<file path="src/hw/cam_capture_pkg.sv">
// capture front end constants for frame geometry, byte and colour order, line skip and widths
package cam_capture_pkg;

    // counter and bus widths
    localparam int src_x_w    = 10;   // source pixel column, counts up to src_h
    localparam int dst_x_w    = 9;    // output column
    localparam int dst_y_w    = 8;    // output row, counts up to dst_v
    localparam int addr_w     = 17;   // frame-buffer word address

    // stored horizontal pair sum, packed as {r 6, g 7, b 6}
    localparam int pair_sum_w = 19;

    // source frame from the sensor, rgb565 at vga size
    localparam logic [src_x_w-1:0] src_h = src_x_w'(640);
    localparam int                 src_v = 480;

    // decimated frame written to the buffer
    localparam logic [dst_x_w-1:0] dst_h = dst_x_w'(320);
    localparam logic [dst_y_w-1:0] dst_v = dst_y_w'(240);

    // 1 means d carries bits 15..8 on the first byte of a pixel
    localparam bit hi_byte_first = 1'b1;

    // 1 swaps the red and blue fields of the written pixel
    localparam bit bgr_order = 1'b0;

    // source pixels at each line start whose outputs are masked
    localparam int line_skip_pixels = 4;

    // masked outputs per line, two source pixels per output, rounded up
    localparam logic [dst_x_w-1:0] out_skip = dst_x_w'((line_skip_pixels + 1) / 2);

endpackage

</file>
<file path="src/hw/frame_write_addr.sv">
// frame-buffer write port that masks line-start outputs and keeps rows on dst_h boundaries
`timescale 1ns/1ps

module frame_write_addr (
    input  logic                               pclk,
    input  logic                               rst,
    input  logic                               avg_valid,
    input  logic [15:0]                        avg_pix,
    input  logic                               row_end,
    input  logic                               frame_start,
    output logic [cam_capture_pkg::addr_w-1:0] addr,
    output logic [15:0]                        dout,
    output logic                               we
);

    logic [cam_capture_pkg::addr_w-1:0]  wr_addr;    // next address to write
    logic [cam_capture_pkg::dst_x_w-1:0] wr_cnt;     // writes in the current row
    logic [cam_capture_pkg::dst_x_w-1:0] skip_cnt;   // outputs still to mask
    logic [cam_capture_pkg::dst_y_w-1:0] row_cnt;
    logic [cam_capture_pkg::dst_x_w-1:0] row_gap;
    logic [cam_capture_pkg::addr_w-1:0]  gap_ext;
    logic                                row_active;
    logic                                accept;
    logic                                take;

    assign row_active = row_cnt < cam_capture_pkg::dst_v;
    assign accept     = avg_valid & row_active & ~frame_start & ~row_end;
    assign take       = accept & (skip_cnt == '0);

    // addresses left unspent by the masked outputs
    assign row_gap = cam_capture_pkg::dst_h - wr_cnt;
    assign gap_ext = {{(cam_capture_pkg::addr_w - cam_capture_pkg::dst_x_w){1'b0}}, row_gap};

    always_ff @(posedge pclk) begin
        if (rst) begin
            we       <= 1'b0;
            wr_addr  <= '0;
            wr_cnt   <= '0;
            skip_cnt <= cam_capture_pkg::out_skip;
            row_cnt  <= cam_capture_pkg::dst_v;   // idle until the first frame start
        end else begin
            we <= take;

            if (frame_start) begin
                wr_addr  <= '0;
                wr_cnt   <= '0;
                skip_cnt <= cam_capture_pkg::out_skip;
                row_cnt  <= '0;
            end else if (row_end) begin
                // jump to the start of the next row
                if (row_active) begin
                    wr_addr <= wr_addr + gap_ext;
                    row_cnt <= row_cnt + 1'b1;
                end
                wr_cnt   <= '0;
                skip_cnt <= cam_capture_pkg::out_skip;
            end else if (accept) begin
                if (take) begin
                    wr_addr <= wr_addr + 1'b1;
                    wr_cnt  <= wr_cnt + 1'b1;
                end else begin
                    skip_cnt <= skip_cnt - 1'b1;   // masked, no address spent
                end
            end
        end
    end

    // held with we
    always_ff @(posedge pclk) begin
        if (take) begin
            addr <= wr_addr;
            dout <= avg_pix;
        end
    end

endmodule

</file>
<file path="config.mk">
export PLATFORM = sky130hd
export DESIGN_NAME = frame_write_addr
export DESIGN_NICKNAME = d
export VERILOG_FILES = /design/src/hw/cam_capture_pkg.sv /design/src/hw/frame_write_addr.sv
export SDC_FILE = /design/constraint.sdc
export NUM_CORES = 1
export LEC_CHECK = 0
export BUFFER_PORTS_ARGS = -buffer_cell sky130_fd_sc_hd__buf_2
export CAP_MARGIN = 20
export CORE_ASPECT_RATIO = 2
export CORE_UTILIZATION = 30
export DETAILED_ROUTE_END_ITERATION = 8
export GPL_TIMING_DRIVEN = 0
export SLEW_MARGIN = 25
export SYNTH_ARGS = -nofsm -noshare
export SYNTH_HDL_FRONTEND = slang
export SYNTH_SLANG_ARGS = --single-unit
</file>
<file path="constraint.sdc">
create_clock -name pclk -period 4.3 [get_ports pclk]
set_input_delay 0.86 -clock pclk [delete_from_list [all_inputs] [get_ports pclk]]
set_output_delay 0.86 -clock pclk [all_outputs]
set_load 0.01 [all_outputs]
</file>
==> flow_summary.yaml <==
final_layout:
  antennaDiodeCount: 0
  multi_input_area_um2: 1610
  number_of_filler_cells_placed_in_the_layout: 1175
  finish.utilization: 0.376
  layoutNonFillerInstCount: 554
  layout.area.seq_um2: 1870
  flow.area_growth_from_synthesis_pct: 22.5
  drive_gt1_frac: 0.213
  layout.nets: 439
detailed_routing:
  via_per_inst: 4.76
  detailroute.wirelength.met2_um: 4070
  detail_route.wl_per_cell_um: 13.1
  met3RoutedLength_um: 242
  vias: 2639
  drt_iter0_drc: 85
  wirelength_met1_um: 2740
  drt_drc_violations_left: 0
  totalWireLength_um: 7250
  postRouteAntennaNets: 0
  firstDrtPassIters: 4
  highest_layer: "met4"
floorplanning:
  design.core.area_um2: 11600
  die_outline_area_um2: 12400
  die_w_um: 79.2
  design.portCount: 55
  initial_core_util: 0.307
  die_height_um: 156
  rows: 56
logic_synthesis:
  yosys_register_bits: 77
  synth.area.top_cells: "edfxtp_1, dfxtp_1, ha_1, xor2_1, nand2_1"
  top_cell_type_s_share_of_synthesized_area: 0.277
  synthFlopType: "dfxtp_1"
  yosys.cell_count.top_type: "dfxtp_1"
  netlist_area_um2: 3570
  netlist-cell-type-count: 46
  mappedNetlistNets: 373
  ys_top_cells_by_count: "dfxtp_1, edfxtp_1, nand2_1"
  synth-warning-count: 0
  synth_enable_flop_cells: 33
  postSynthCellCount: 338
  async_reset_ff_frac: 0
  seq_total_area_yosys: 0.524
  syn_avg_cell_area_um2: 10.6
  synth_top_cell_by_area: "edfxtp_1"
cts:
  cts_hold_buf: 0
  number_of_levels_the_h_tree_was_split_into: 3
  clk_latency_ns: 0.33
  cts_resized: 0
  cts_tree: "yes"
  clkSinkCount: 77
  cts_post_setup_buffers_inserted: 0
  max-clock-path-buffers: 2
  cts_inserted_buffers: 9
  cts.root.buffer_cell: "clkbuf_16"
  cts.reportedPaths.clkPinSlew_ns: 0.06
sta:
  fin_setup_tns_ns: 0
  fin_skew_ns: 0.00732
  pin_slew_with_the_least_headroom_to_its_limit_ns: 0.674
  setup_viol: 0
  post-route-period-util: 0.768
  final-max-slew-violation-count: 0
  grt_setup_unrepaired: "false"
  max_freq_ghz: 0.303
  finalCriticalPeriod_ns: 3.30
  timing_hold_violations_final: 0
  slew_headroom: 0.545
grt:
  grt_antenna_before_repair: 0
  grt_max_degree: 23
  global_route_wire_length_before_repair_um: 12200
  globalRoute.totalOverflow: 0
  grt_pass1_vias: 2665
  grt_use_total: 0.126
critical_path:
  path_cells: "buf_2 > clkbuf_1 > nand2_1 > inv_1 > ha_1 > a211oi_1 > o21ai_0 > a41oi_1 > nor4_1 > o21a_1"
  critPathCaptureType: "flop"
  worst_path_largest_cell_delay_ns: 0.64
  critPathRequiredTime_ns: 4.52
  cp_max_fo: 10
  start_kind: "input port"
  cp_slowest_cell: "a41oi_1"
  timing_worst_setup_path_type: "in -> reg"
  timing.critical_path.arrival_ns: 3.53
  r2r_cells: 11
  setup.reg_to_reg.worst_slack_ns: 1.12
  worst_r2r_startpoint: "wr_cnt[2]"
  timing.rr.end: "wr_addr[14]"
place:
  place.gp.congestion: 0.846
  dpl.cell_count: 538
  port_buffers: 54
  detailedPlacementHpwl_um: 5560
job:
  timing.max_cap.violations: 0
power:
  p_per_area_nw_per_um2: 371
  post-layout-total-power_w: 0.00162
  power.ir.vdd_worst_mv: 0.224
  static-leakage-power_nw: 1.74
min_path:
  whs_path_depth: 0
  min-delay-start: "wr_addr[16]"
  hold_path_class: "reg -> reg"
  min_delay_worst_endpoint: "addr[16]"
outcome:
  run_status: "completed"
-- where the power goes --
part           switching [W]  leakage [nW]  internal, W  total (W)
logic              0.0000395         0.903    0.0000254  0.0000650
registers         0.00000517         0.679     0.000765   0.000770
clock network       0.000285         0.154     0.000505   0.000790
total               0.000330          1.74      0.00129    0.00162
-- sequential cells by signal, indices dropped and copies added, names as in the netlist --
signal / count
wr_cnt: 9
we: 1
dout: 16
addr: 17
row_cnt: 8
skip_cnt: 9
wr_addr: 17
-- worst max path at each step --
stage | start | endpoint | slack [ns] | cells after the start
4_1_cts | row_end | wr_addr[15] | 0.95 | 10
5_1_grt | row_end | wr_addr[15] | 0.68 | 10
3_5_place_dp | row_end | wr_addr[15] | 0.61 | 10
2_1_floorplan | frame_start | addr[0] | 0.98 | 5
3_3_place_gp | frame_start | addr[0] | 0.20 | 6
6_report | row_end | wr_addr[13] | 1.0 | 10
-- metrics by stage --
| stage | hold WS, ns | setup WS (ns) | cell area [µm²] |
|---|---|---|---|
| after floorplan | 0.423 | 0.982 | 3570 |
| after global placement | 0.449 | 0.201 | 4020 |
| after detailed placement | 0.449 | 0.610 | 4060 |
| after global routing | 0.478 | 0.682 | 4370 |
| after CTS | 0.463 | 0.953 | 4370 |
| final | 0.461 | 0.996 | 4370 |
-- layer usage --
metal  GRT usage  vias up
met5           0        -
met4      0.0641        0
met3      0.0245       11
met2       0.248       56
met1       0.119     1223
li1            -     1349
-- worst max-delay path, delay by kind of cell --
family / cells / cell delay (ns)
compound gates: 4 / 1.48
buf+inv: 3 / 0.65
simple gates: 2 / 0.31
fa+ha+maj: 1 / 0.23
-- layout make-up --
cell class	instances	share of cell area
clock inverters	7	0.0206
clock buffers	9	0.0515
inverters	10	0.00858
flip-flops and latches	77	0.428
multi-input cells	237	0.369
plain buffers	14	0.0129
well taps	145	0.0415
repair buffers	55	0.0681
-- cells in the final DEF, fill, tap and decap left out, types with 3 or more instances in the layout --
master,n
nand4_1,12
o211ai_1,5
a21oi_1,13
a211oi_1,4
or4_1,3
clkbuf_16,9
clkbuf_1,11
nor3_1,5
mux2i_1,11
or2_2,8
and3_1,4
inv_1,10
nor2b_1,3
a21o_1,3
nand3_1,11
or3_1,11
and2_1,6
nor2_1,25
o21a_1,4
nand2b_1,3
edfxtp_1,33
o21ai_0,10
buf_2,57
xnor2_1,9
o21bai_1,5
o31a_1,3
xor2_1,14
ha_1,13
dfxtp_1,44
nand2_1,31
-- cells by family (layout without fill, tap and decap cells) --
group	count (synthesis)	count (layout)	share of synthesized area
multiplexers	11	11	0.0308
adder cells (fa/ha/maj)	14	14	0.0511
flip-flops	77	77	0.524
AO/OA/AOI/OAI	57	57	0.112
XOR/XNOR	23	23	0.0564
AND/OR/NAND/NOR	132	132	0.199
buffers and inverters	24	95	0.0263
No activity file was read; power rests on OpenSTA's default activity.
