**config.mk**
```make
export PLATFORM = sky130hd
export DESIGN_NAME = cam_pixel_assembler
export DESIGN_NICKNAME = d
export VERILOG_FILES = /design/src/hw/cam_capture_pkg.sv /design/src/hw/cam_pixel_assembler.sv
export SDC_FILE = /design/constraint.sdc
export NUM_CORES = 1
export LEC_CHECK = 0
export BUFFER_PORTS_ARGS = -buffer_cell sky130_fd_sc_hd__buf_2
export CORE_ASPECT_RATIO = 0.9
export CORE_MARGIN = 8
export CORE_UTILIZATION = 35
export CTS_CLUSTER_DIAMETER = 100
export DETAILED_ROUTE_END_ITERATION = 7
export MAX_ROUTING_LAYER = met4
export PLACE_DENSITY = 0.66
export REMOVE_ABC_BUFFERS = 1
export SYNTH_ARGS = -nofsm -noshare
export SYNTH_HDL_FRONTEND = slang
export SYNTH_SLANG_ARGS = --single-unit
```
**constraint.sdc**
```tcl
create_clock -name pclk -period 1.4 [get_ports pclk]
set_input_delay 0.28 -clock pclk [delete_from_list [all_inputs] [get_ports pclk]]
set_output_delay 0.28 -clock pclk [all_outputs]
set_load 0.1 [all_outputs]
```
**src/hw/cam_capture_pkg.sv**
```systemverilog
// capture front end constants for frame geometry, byte and colour order, line skip and widths
package cam_capture_pkg;

    // counter and bus widths
    localparam int src_x_w    = 10;   // source pixel column, counts up to src_h
    localparam int dst_x_w    = 9;    // output column
    localparam int dst_y_w    = 8;    // output row, counts up to dst_v
    localparam int addr_w     = 17;   // frame-buffer word address

    // stored horizontal pair sum, packed as {r 6, g 7, b 6}
    localparam int pair_sum_w = 19;

    // source frame from the sensor, rgb565 at vga size
    localparam logic [src_x_w-1:0] src_h = src_x_w'(640);
    localparam int                 src_v = 480;

    // decimated frame written to the buffer
    localparam logic [dst_x_w-1:0] dst_h = dst_x_w'(320);
    localparam logic [dst_y_w-1:0] dst_v = dst_y_w'(240);

    // 1 means d carries bits 15..8 on the first byte of a pixel
    localparam bit hi_byte_first = 1'b1;

    // 1 swaps the red and blue fields of the written pixel
    localparam bit bgr_order = 1'b0;

    // source pixels at each line start whose outputs are masked
    localparam int line_skip_pixels = 4;

    // masked outputs per line, two source pixels per output, rounded up
    localparam logic [dst_x_w-1:0] out_skip = dst_x_w'((line_skip_pixels + 1) / 2);

endpackage

```
**src/hw/cam_pixel_assembler.sv**
```systemverilog
// sensor byte assembler that finds sync edges, builds rgb565 pixels and tracks line parity
`timescale 1ns/1ps

module cam_pixel_assembler (
    input  logic        pclk,
    input  logic        rst,
    input  logic        vsync,
    input  logic        href,
    input  logic [7:0]  d,
    output logic        pix_valid,
    output logic [15:0] pix,
    output logic        line_odd,
    output logic        line_end,
    output logic        frame_start
);

    logic                                vsync_d;
    logic                                href_d;
    logic                                vsync_rise;
    logic                                href_rise;
    logic                                href_fall;
    logic                                byte_phase;   // 1 while waiting for the second byte
    logic                                second_byte;
    logic [7:0]                          first_byte;
    logic [cam_capture_pkg::src_x_w-1:0] src_x;        // saturates at src_h

    assign vsync_rise = vsync & ~vsync_d;
    assign href_rise  = href & ~href_d;
    assign href_fall  = ~href & href_d;

    // the byte on an href rise always opens a new pixel
    assign second_byte = href & byte_phase & ~href_rise;

    always_ff @(posedge pclk) begin
        if (rst) begin
            vsync_d     <= 1'b1;   // no false frame start if vsync is high out of reset
            href_d      <= 1'b0;
            byte_phase  <= 1'b0;
            src_x       <= '0;
            pix_valid   <= 1'b0;
            line_end    <= 1'b0;
            frame_start <= 1'b0;
            line_odd    <= 1'b0;
        end else begin
            vsync_d     <= vsync;
            href_d      <= href;
            line_end    <= href_fall;
            frame_start <= vsync_rise;

            // byte phase, restarted at every line start
            if (!href) begin
                byte_phase <= 1'b0;
            end else if (second_byte) begin
                byte_phase <= 1'b0;
            end else begin
                byte_phase <= 1'b1;
            end

            // pixels past the end of a long line are dropped
            pix_valid <= second_byte && (src_x < cam_capture_pkg::src_h);

            if (href_rise) begin
                src_x <= '0;
            end else if (second_byte && src_x != cam_capture_pkg::src_h) begin
                src_x <= src_x + 1'b1;
            end

            // toggles with the line_end strobe, so line_odd still names the ending line
            if (frame_start) begin
                line_odd <= 1'b0;
            end else if (line_end) begin
                line_odd <= ~line_odd;
            end
        end
    end

    // byte capture and pixel word
    always_ff @(posedge pclk) begin
        if (href && !second_byte) begin
            first_byte <= d;
        end
        if (second_byte) begin
            if (cam_capture_pkg::hi_byte_first) begin
                pix <= {first_byte, d};
            end else begin
                pix <= {d, first_byte};
            end
        end
    end

endmodule

```
==> results.json, run 1 <==
{
  "outcome": "completed",
  "worst_pin_slew_ns": 0.492,
  "grt_antenna_before_repair": 0,
  "end_kind": "flop",
  "area_growth_pct": 25.5,
  "hold_class": "primary input to flop",
  "setup_viol": 0,
  "path_buf_inv": 1,
  "dieArea_sq_um": 6510,
  "drv_slew": 0,
  "hold_start": "d[2]",
  "syn_avg_cell_area_sq_um": 14.6,
  "hold_end": "first_byte[2]$_DFFE_PP_",
  "timing.rr.end": "src_x[1]$_SDFFE_PP0P_",
  "seq_area_frac_synth": 0.725,
  "clock_sinks": 41,
  "clockPowerShare": 0.385,
  "clk_path_buf_depth": 2,
  "dpl_cell_area_sq_um": 1720,
  "hold_buffers": 0,
  "holdWs_ns": 0.190,
  "seq_area_sq_um": 1060,
  "n_antenna_cell": 0,
  "path_clk_slew_ns": 0.07,
  "slew_headroom": 0.674,
  "cpMaxStageDelayCell": "dfxtp_2",
  "synth_cell_type_count": 30,
  "p_leak_uw": 0.000703,
  "comb_power_share": 0.050,
  "path_cells": "inv_2, ha_2, and4bb_4, a41oi_4, mux2i_1, nor2_1",
  "fp.coreArea_sq_um": 4050,
  "fin_worst_skew_ns": 0.00505,
  "synth_top_family_by_area": "simple AND/OR/NAND/NOR gates",
  "cp_max_fo": 5,
  "dr.first_iter.drc_count": 50,
  "grt_use_total": 0.0866,
  "gp_congestion": 0.806,
  "finalCritPeriodShare": 0.966,
  "p_int_uw": 1860,
  "synth_xor_area_frac": 0.0419,
  "grt_pass1_vias": 952,
  "drcViolationCount": 0,
  "synth_fa_ha_area_frac": 0.0171,
  "drtPass1Iterations": 4,
  "critPathArrivalTime_ns": 1.52,
  "critPathRequiredTime_ns": 1.57,
  "ys_ff_latch": 41,
  "yosys.area_share.simple": 0.139,
  "final.fill_count": 378,
  "fin_area_sq_um": 1840,
  "holdPathStages": 1,
  "fmax_ghz": 0.740,
  "rsz0062_at_grt": "yes",
  "pin_count": 32,
  "seqPwrFrac": 0.565,
  "multi_input_area_sq_um": 384,
  "power_density_nw_per_um2": 1270,
  "hpwlAfterDp_microns": 1990,
  "die_y_microns": 77.3,
  "avgRoutedWirePerCell_microns": 13.7,
  "drtAntennaViolNets": 0,
  "htree_levels": 2,
  "grt_pass1_wl_microns": 4490,
  "die_w_microns": 84.1,
  "worstSetupPathType": "flop to flop",
  "grt_max_degree": 17,
  "drt-total-wl_microns": 2620,
  "peakVddDrop_mv": 0.520,
  "clockRootBuffer": "clkbuf_8",
  "power.net_switching_uw": 461,
  "synth_compound_area_frac": 0.0488,
  "io_buffers": 31,
  "swShare": 0.199,
  "synth.mux.area_fraction": 0.0137,
  "finalHoldViolCount": 0,
  "layout-drive-gt1-share": 0.364,
  "viasPerCell": 4.69,
  "start_kind": "flop",
  "worstRegToRegCells": 6,
  "dpl_worst_slack_ns": -0.0728,
  "overflow": 0,
  "nets": 156,
  "syn-instance-count": 100,
  "rrSetupSlack_ns": 0.05,
  "rows": 22,
  "post_cts_buffers": 0,
  "clk_latency_ns": 0.28,
  "max_stage_delay_ns": 0.35,
  "crit_family": "flip-flops",
  "initial_utilization": 0.361,
  "period_minus_slack_ns": 1.35,
  "cts_tree": "done",
  "synth_area_sq_um": 1460,
  "cts_made_buffers": 5,
  "worst_slack_ns": 0.0483,
  "startpoint": "src_x[0]$_SDFFE_PP0P_",
  "r2r-start": "src_x[0]$_SDFFE_PP0P_",
  "maxCapViolCount": 0,
  "vias": 895,
  "yosys_warnings": 0
}
[flip-flops by register name (all words and copies together), names as in the netlist]
name,cells
byte_phase,1
line_odd,1
src_x,10
line_end,1
frame_start,1
href_d,1
first_byte,8
pix,16
vsync_d,1
pix_valid,1
[synth_stat cells, drive strengths merged]
cell	number	share of area
o21ai	1	0.0034
nor3b	1	0.0051
nor2	10	0.026
nand4	3	0.013
xor2	5	0.030
mux2i	2	0.014
a21o	1	0.0060
or2	1	0.0043
nand3b	1	0.0051
a41oi	1	0.019
and2	1	0.0043
nand4bb	1	0.0077
a21oi	3	0.010
o21a	1	0.0051
and4bb	1	0.011
and4	1	0.0060
dfxtp	17	0.23
nand3	5	0.021
nand2b	1	0.0043
ha	2	0.017
nor2b	2	0.0086
inv	4	0.010
nor3	3	0.010
xnor2	2	0.012
buf	1	0.0034
and3	2	0.0086
a21boi	1	0.0051
nand2	2	0.0051
edfxtp	24	0.49
[kinds of logic after synthesis]
| logic type | Yosys count |
|---|---|
| DFF | 41 |
| and+or+nand+nor | 35 |
| AOI/OAI and AO/OA | 8 |
| xor gates and xnor gates | 7 |
| buffers and inverters | 5 |
| muxes | 2 |
| adders and majority gates | 2 |
[power groups by stage]
stage | clock (uW) | sequential, uW | combinational, uW
after global routing | 978 | 1310 | 125
after floorplan | 0 | 1390 | 23.7
after detailed placement | 0 | 1340 | 119
after global placement | 0 | 1340 | 117
final | 894 | 1310 | 117
after CTS | 925 | 1310 | 119
[worst max-delay path by stage]
stage	end	slack, ns	cells after the start
6_report	src_x[1]$_SDFFE_PP0P_	0.05	6
5_1_grt	src_x[1]$_SDFFE_PP0P_	-0.03	6
4_1_cts	src_x[1]$_SDFFE_PP0P_	0.02	6
3_5_place_dp	src_x[1]$_SDFFE_PP0P_	-0.07	6
3_3_place_gp	src_x[1]$_SDFFE_PP0P_	0.05	6
2_1_floorplan	first_byte[0]$_DFFE_PP_	0.004	1
[through the flow]
step	cells	setup TNS, ns	util	power [uW]
6_report	191	0	0.454	2320
5_1_grt	191	-0.0277	0.454	2420
4_1_cts	191	0	0.453	2360
3_5_place_dp	183	-0.109	0.426	1460
3_3_place_gp	183	0	0.426	1450
2_1_floorplan	99	0	-	1420
[layer usage]
metal	global-route usage	vias to the layer above	wire (microns)
li1	-	441	-
met1	0.0888	423	1130
met2	0.142	26	1270
met3	0.0470	5	203
met4	0.0207	0	19
met5	-	-	0
[placed cells by master (no fill, tap or decap), types with 2 or more instances in the layout]
cell and n:
nor3_1 3, inv_1 3, nand4_1 3, nand3_1 4, buf_4 4, nor2b_1 2
xnor2_1 2, xor2_1 5, clkbuf_8 5, nor2_1 10, buf_2 31, nand2_1 2
mux2i_1 2, a21oi_1 3, dfxtp_2 2, and3_1 2, dfxtp_1 15, edfxtp_1 24
[layout make-up]
type                       instances  share of cell area
sequential                        41               0.579
multi-input combinational         54               0.209
timing repair buffer              36               0.112
clock buffer                       6              0.0395
tap                               48              0.0327
clock inverter                     2              0.0191
inverter                           4             0.00818
[timing repair]
item | in CTS | in global routing
resized for setup | 1 | 3
endpoints found under the setup margin | 4 | 2
pin swaps | 1 | 1
endpoints found under the hold margin | 0 | 0
(Power assumes the default switching activity.)
==> run 2: changes to the inputs <==
- PLACE_DENSITY: 0.66 -> unset
- PLACE_DENSITY_LB_ADDON: unset -> 0.15
==> run 2 against run 1 <==
Effect of this change:
- utilization down 0.062 points
- sequential share of layout area about the same
- routed wire length up 1.7%
- fmax up 0.64%
- clock power up 3.5%
- critical path type is now flop to output port
- critical endpoint is now line_end
==> results.json, run 2 (synthesized netlist as in run 1, its figures left out) <==
{
  "rsz0062_at_grt": "no",
  "drtAntennaViolNets": 0,
  "power.net_switching_uw": 489,
  "clk_latency_ns": 0.29,
  "setup_viol": 0,
  "comb_power_share": 0.051,
  "cp_max_fo": 2,
  "cts_tree": "done",
  "critPathRequiredTime_ns": 1.12,
  "layout_common_cells": "buf_2 (30), edfxtp_1 (24), dfxtp_1 (16), nor2_1 (10), buf_4 (6)",
  "slew_headroom": 0.675,
  "grt_pass1_wl_microns": 4530,
  "io_buffers": 31,
  "power_density_nw_per_um2": 1290,
  "place_inst": 184,
  "clk_path_buf_depth": 2,
  "multi_input_area_sq_um": 382,
  "seqPwrFrac": 0.557,
  "setup_tns_ns": 0,
  "grt.busiest_layer": "met2",
  "dpl_worst_slack_ns": 0.00128,
  "peakVddDrop_mv": 0.608,
  "start_kind": "flop",
  "outcome": "completed",
  "worst_slack_ns": 0.0568,
  "worst_pin_slew_ns": 0.491,
  "worstSetupPathType": "flop to output port",
  "hold_buffers": 0,
  "rows": 22,
  "dr.first_iter.drc_count": 21,
  "dieArea_sq_um": 6510,
  "hpwlAfterDp_microns": 1970,
  "nets": 157,
  "use_met3": 0.0459,
  "pin_count": 32,
  "grtUsageMet2": 0.148,
  "fmax_ghz": 0.745,
  "period_minus_slack_ns": 1.34,
  "post_cts_buffers": 0,
  "viasPerCell": 4.70,
  "gp_congestion": 0.765,
  "path_buf_inv": 1,
  "cpMaxStageDelayCell": "buf_2",
  "die_y_microns": 77.3,
  "grt_use_total": 0.0891,
  "initial_utilization": 0.361,
  "critPathArrivalTime_ns": 1.06,
  "top_register": "pix",
  "final_cells": 192,
  "path_cells": "buf_2",
  "grt_max_degree": 14,
  "swShare": 0.207,
  "vias": 903,
  "finalHoldViolCount": 0,
  "fin_worst_skew_ns": 0.00539,
  "clockPowerShare": 0.393,
  "final.fill_count": 373,
  "n_antenna_cell": 0,
  "drt-total-wl_microns": 2670,
  "maxCapViolCount": 0,
  "die_w_microns": 84.1,
  "cts_made_buffers": 5,
  "p_int_uw": 1870,
  "path_clk_slew_ns": 0.08,
  "clock_sinks": 41,
  "fp.coreArea_sq_um": 4050,
  "grt_antenna_before_repair": 0,
  "drcViolationCount": 0,
  "layout-drive-gt1-share": 0.347,
  "grt_pass1_vias": 1001,
  "cp.depth": 1,
  "holdWs_ns": 0.178,
  "final_common_cell": "buf_2",
  "area_growth_pct": 25.3,
  "top_regs": "pix (16), src_x (10), first_byte (8)",
  "drv_slew": 0,
  "seq_area_sq_um": 1060,
  "p_leak_uw": 0.000705,
  "hold_class": "primary input to flop",
  "largest_reg_flops": 16,
  "end_kind": "output port",
  "finalCritPeriodShare": 0.959,
  "drtPass1Iterations": 4,
  "clockRootBuffer": "clkbuf_8",
  "overflow": 0,
  "final_core_util": 0.453,
  "max_stage_delay_ns": 0.43,
  "htree_levels": 2,
  "worstRegToRegCells": 6,
  "met1_usage": 0.0863,
  "holdPathStages": 1,
  "crit_family": "buffers and inverters",
  "avgRoutedWirePerCell_microns": 13.9
}
==> run 2: cell types whose count changed in the layout (fill, tap and decap cells not counted), sizes merged <==
| cell | delta |
|---|---|
| clkbuf | +1 |
==> run 2: power by group through the flow <==
stage               Clock [uW]  Combinational (uW)  Sequential [uW]
global route              1000                 127             1310
global placement             0                 117             1340
floorplan                    0                23.7             1390
detailed placement           0                 121             1340
CTS                        961                 121             1310
finish                     925                 119             1310
==> run 2: path summary, 6_finish.rpt <==
path	from	to	slack, ns
min reg2reg	vsync_d$_SDFF_PP1_	frame_start$_SDFF_PP0_	0.40
max	line_end$_SDFF_PP0_	line_end	0.06
max reg2reg	src_x[1]$_SDFFE_PP0P_	src_x[1]$_SDFFE_PP0P_	0.08
min	d[1]	pix[1]$_DFFE_PP_	0.18
==> run 2: metrics by stage <==
step	instance area [sq um]	power, uW
global placement	1720	1460
detailed placement	1720	1460
CTS	1830	2390
floorplan	1460	1420
finish	1830	2360
global route	1830	2440
==> run 2: timing repair <==
item	CTS	global route
cloned	0	0
pin swaps	1	0
endpoints found under the setup margin	1	2
gates resized for setup	0	2
==> run 2: area by class of cell <==
class	instances	area share
Multi-Input combinational cell	54	0.208
Clock inverter	2	0.0212
Clock buffer	6	0.0396
Inverter	4	0.00819
Sequential cell	41	0.580
Timing Repair Buffer	37	0.111
Tap cell	48	0.0328
==> run 2: metal layers <==
metal  vias to the layer above  part of all wire
li1                        443                 -
met1                       433              0.43
met2                        25              0.50
met3                         2             0.060
met4                         0             0.012
met5                         -                 0
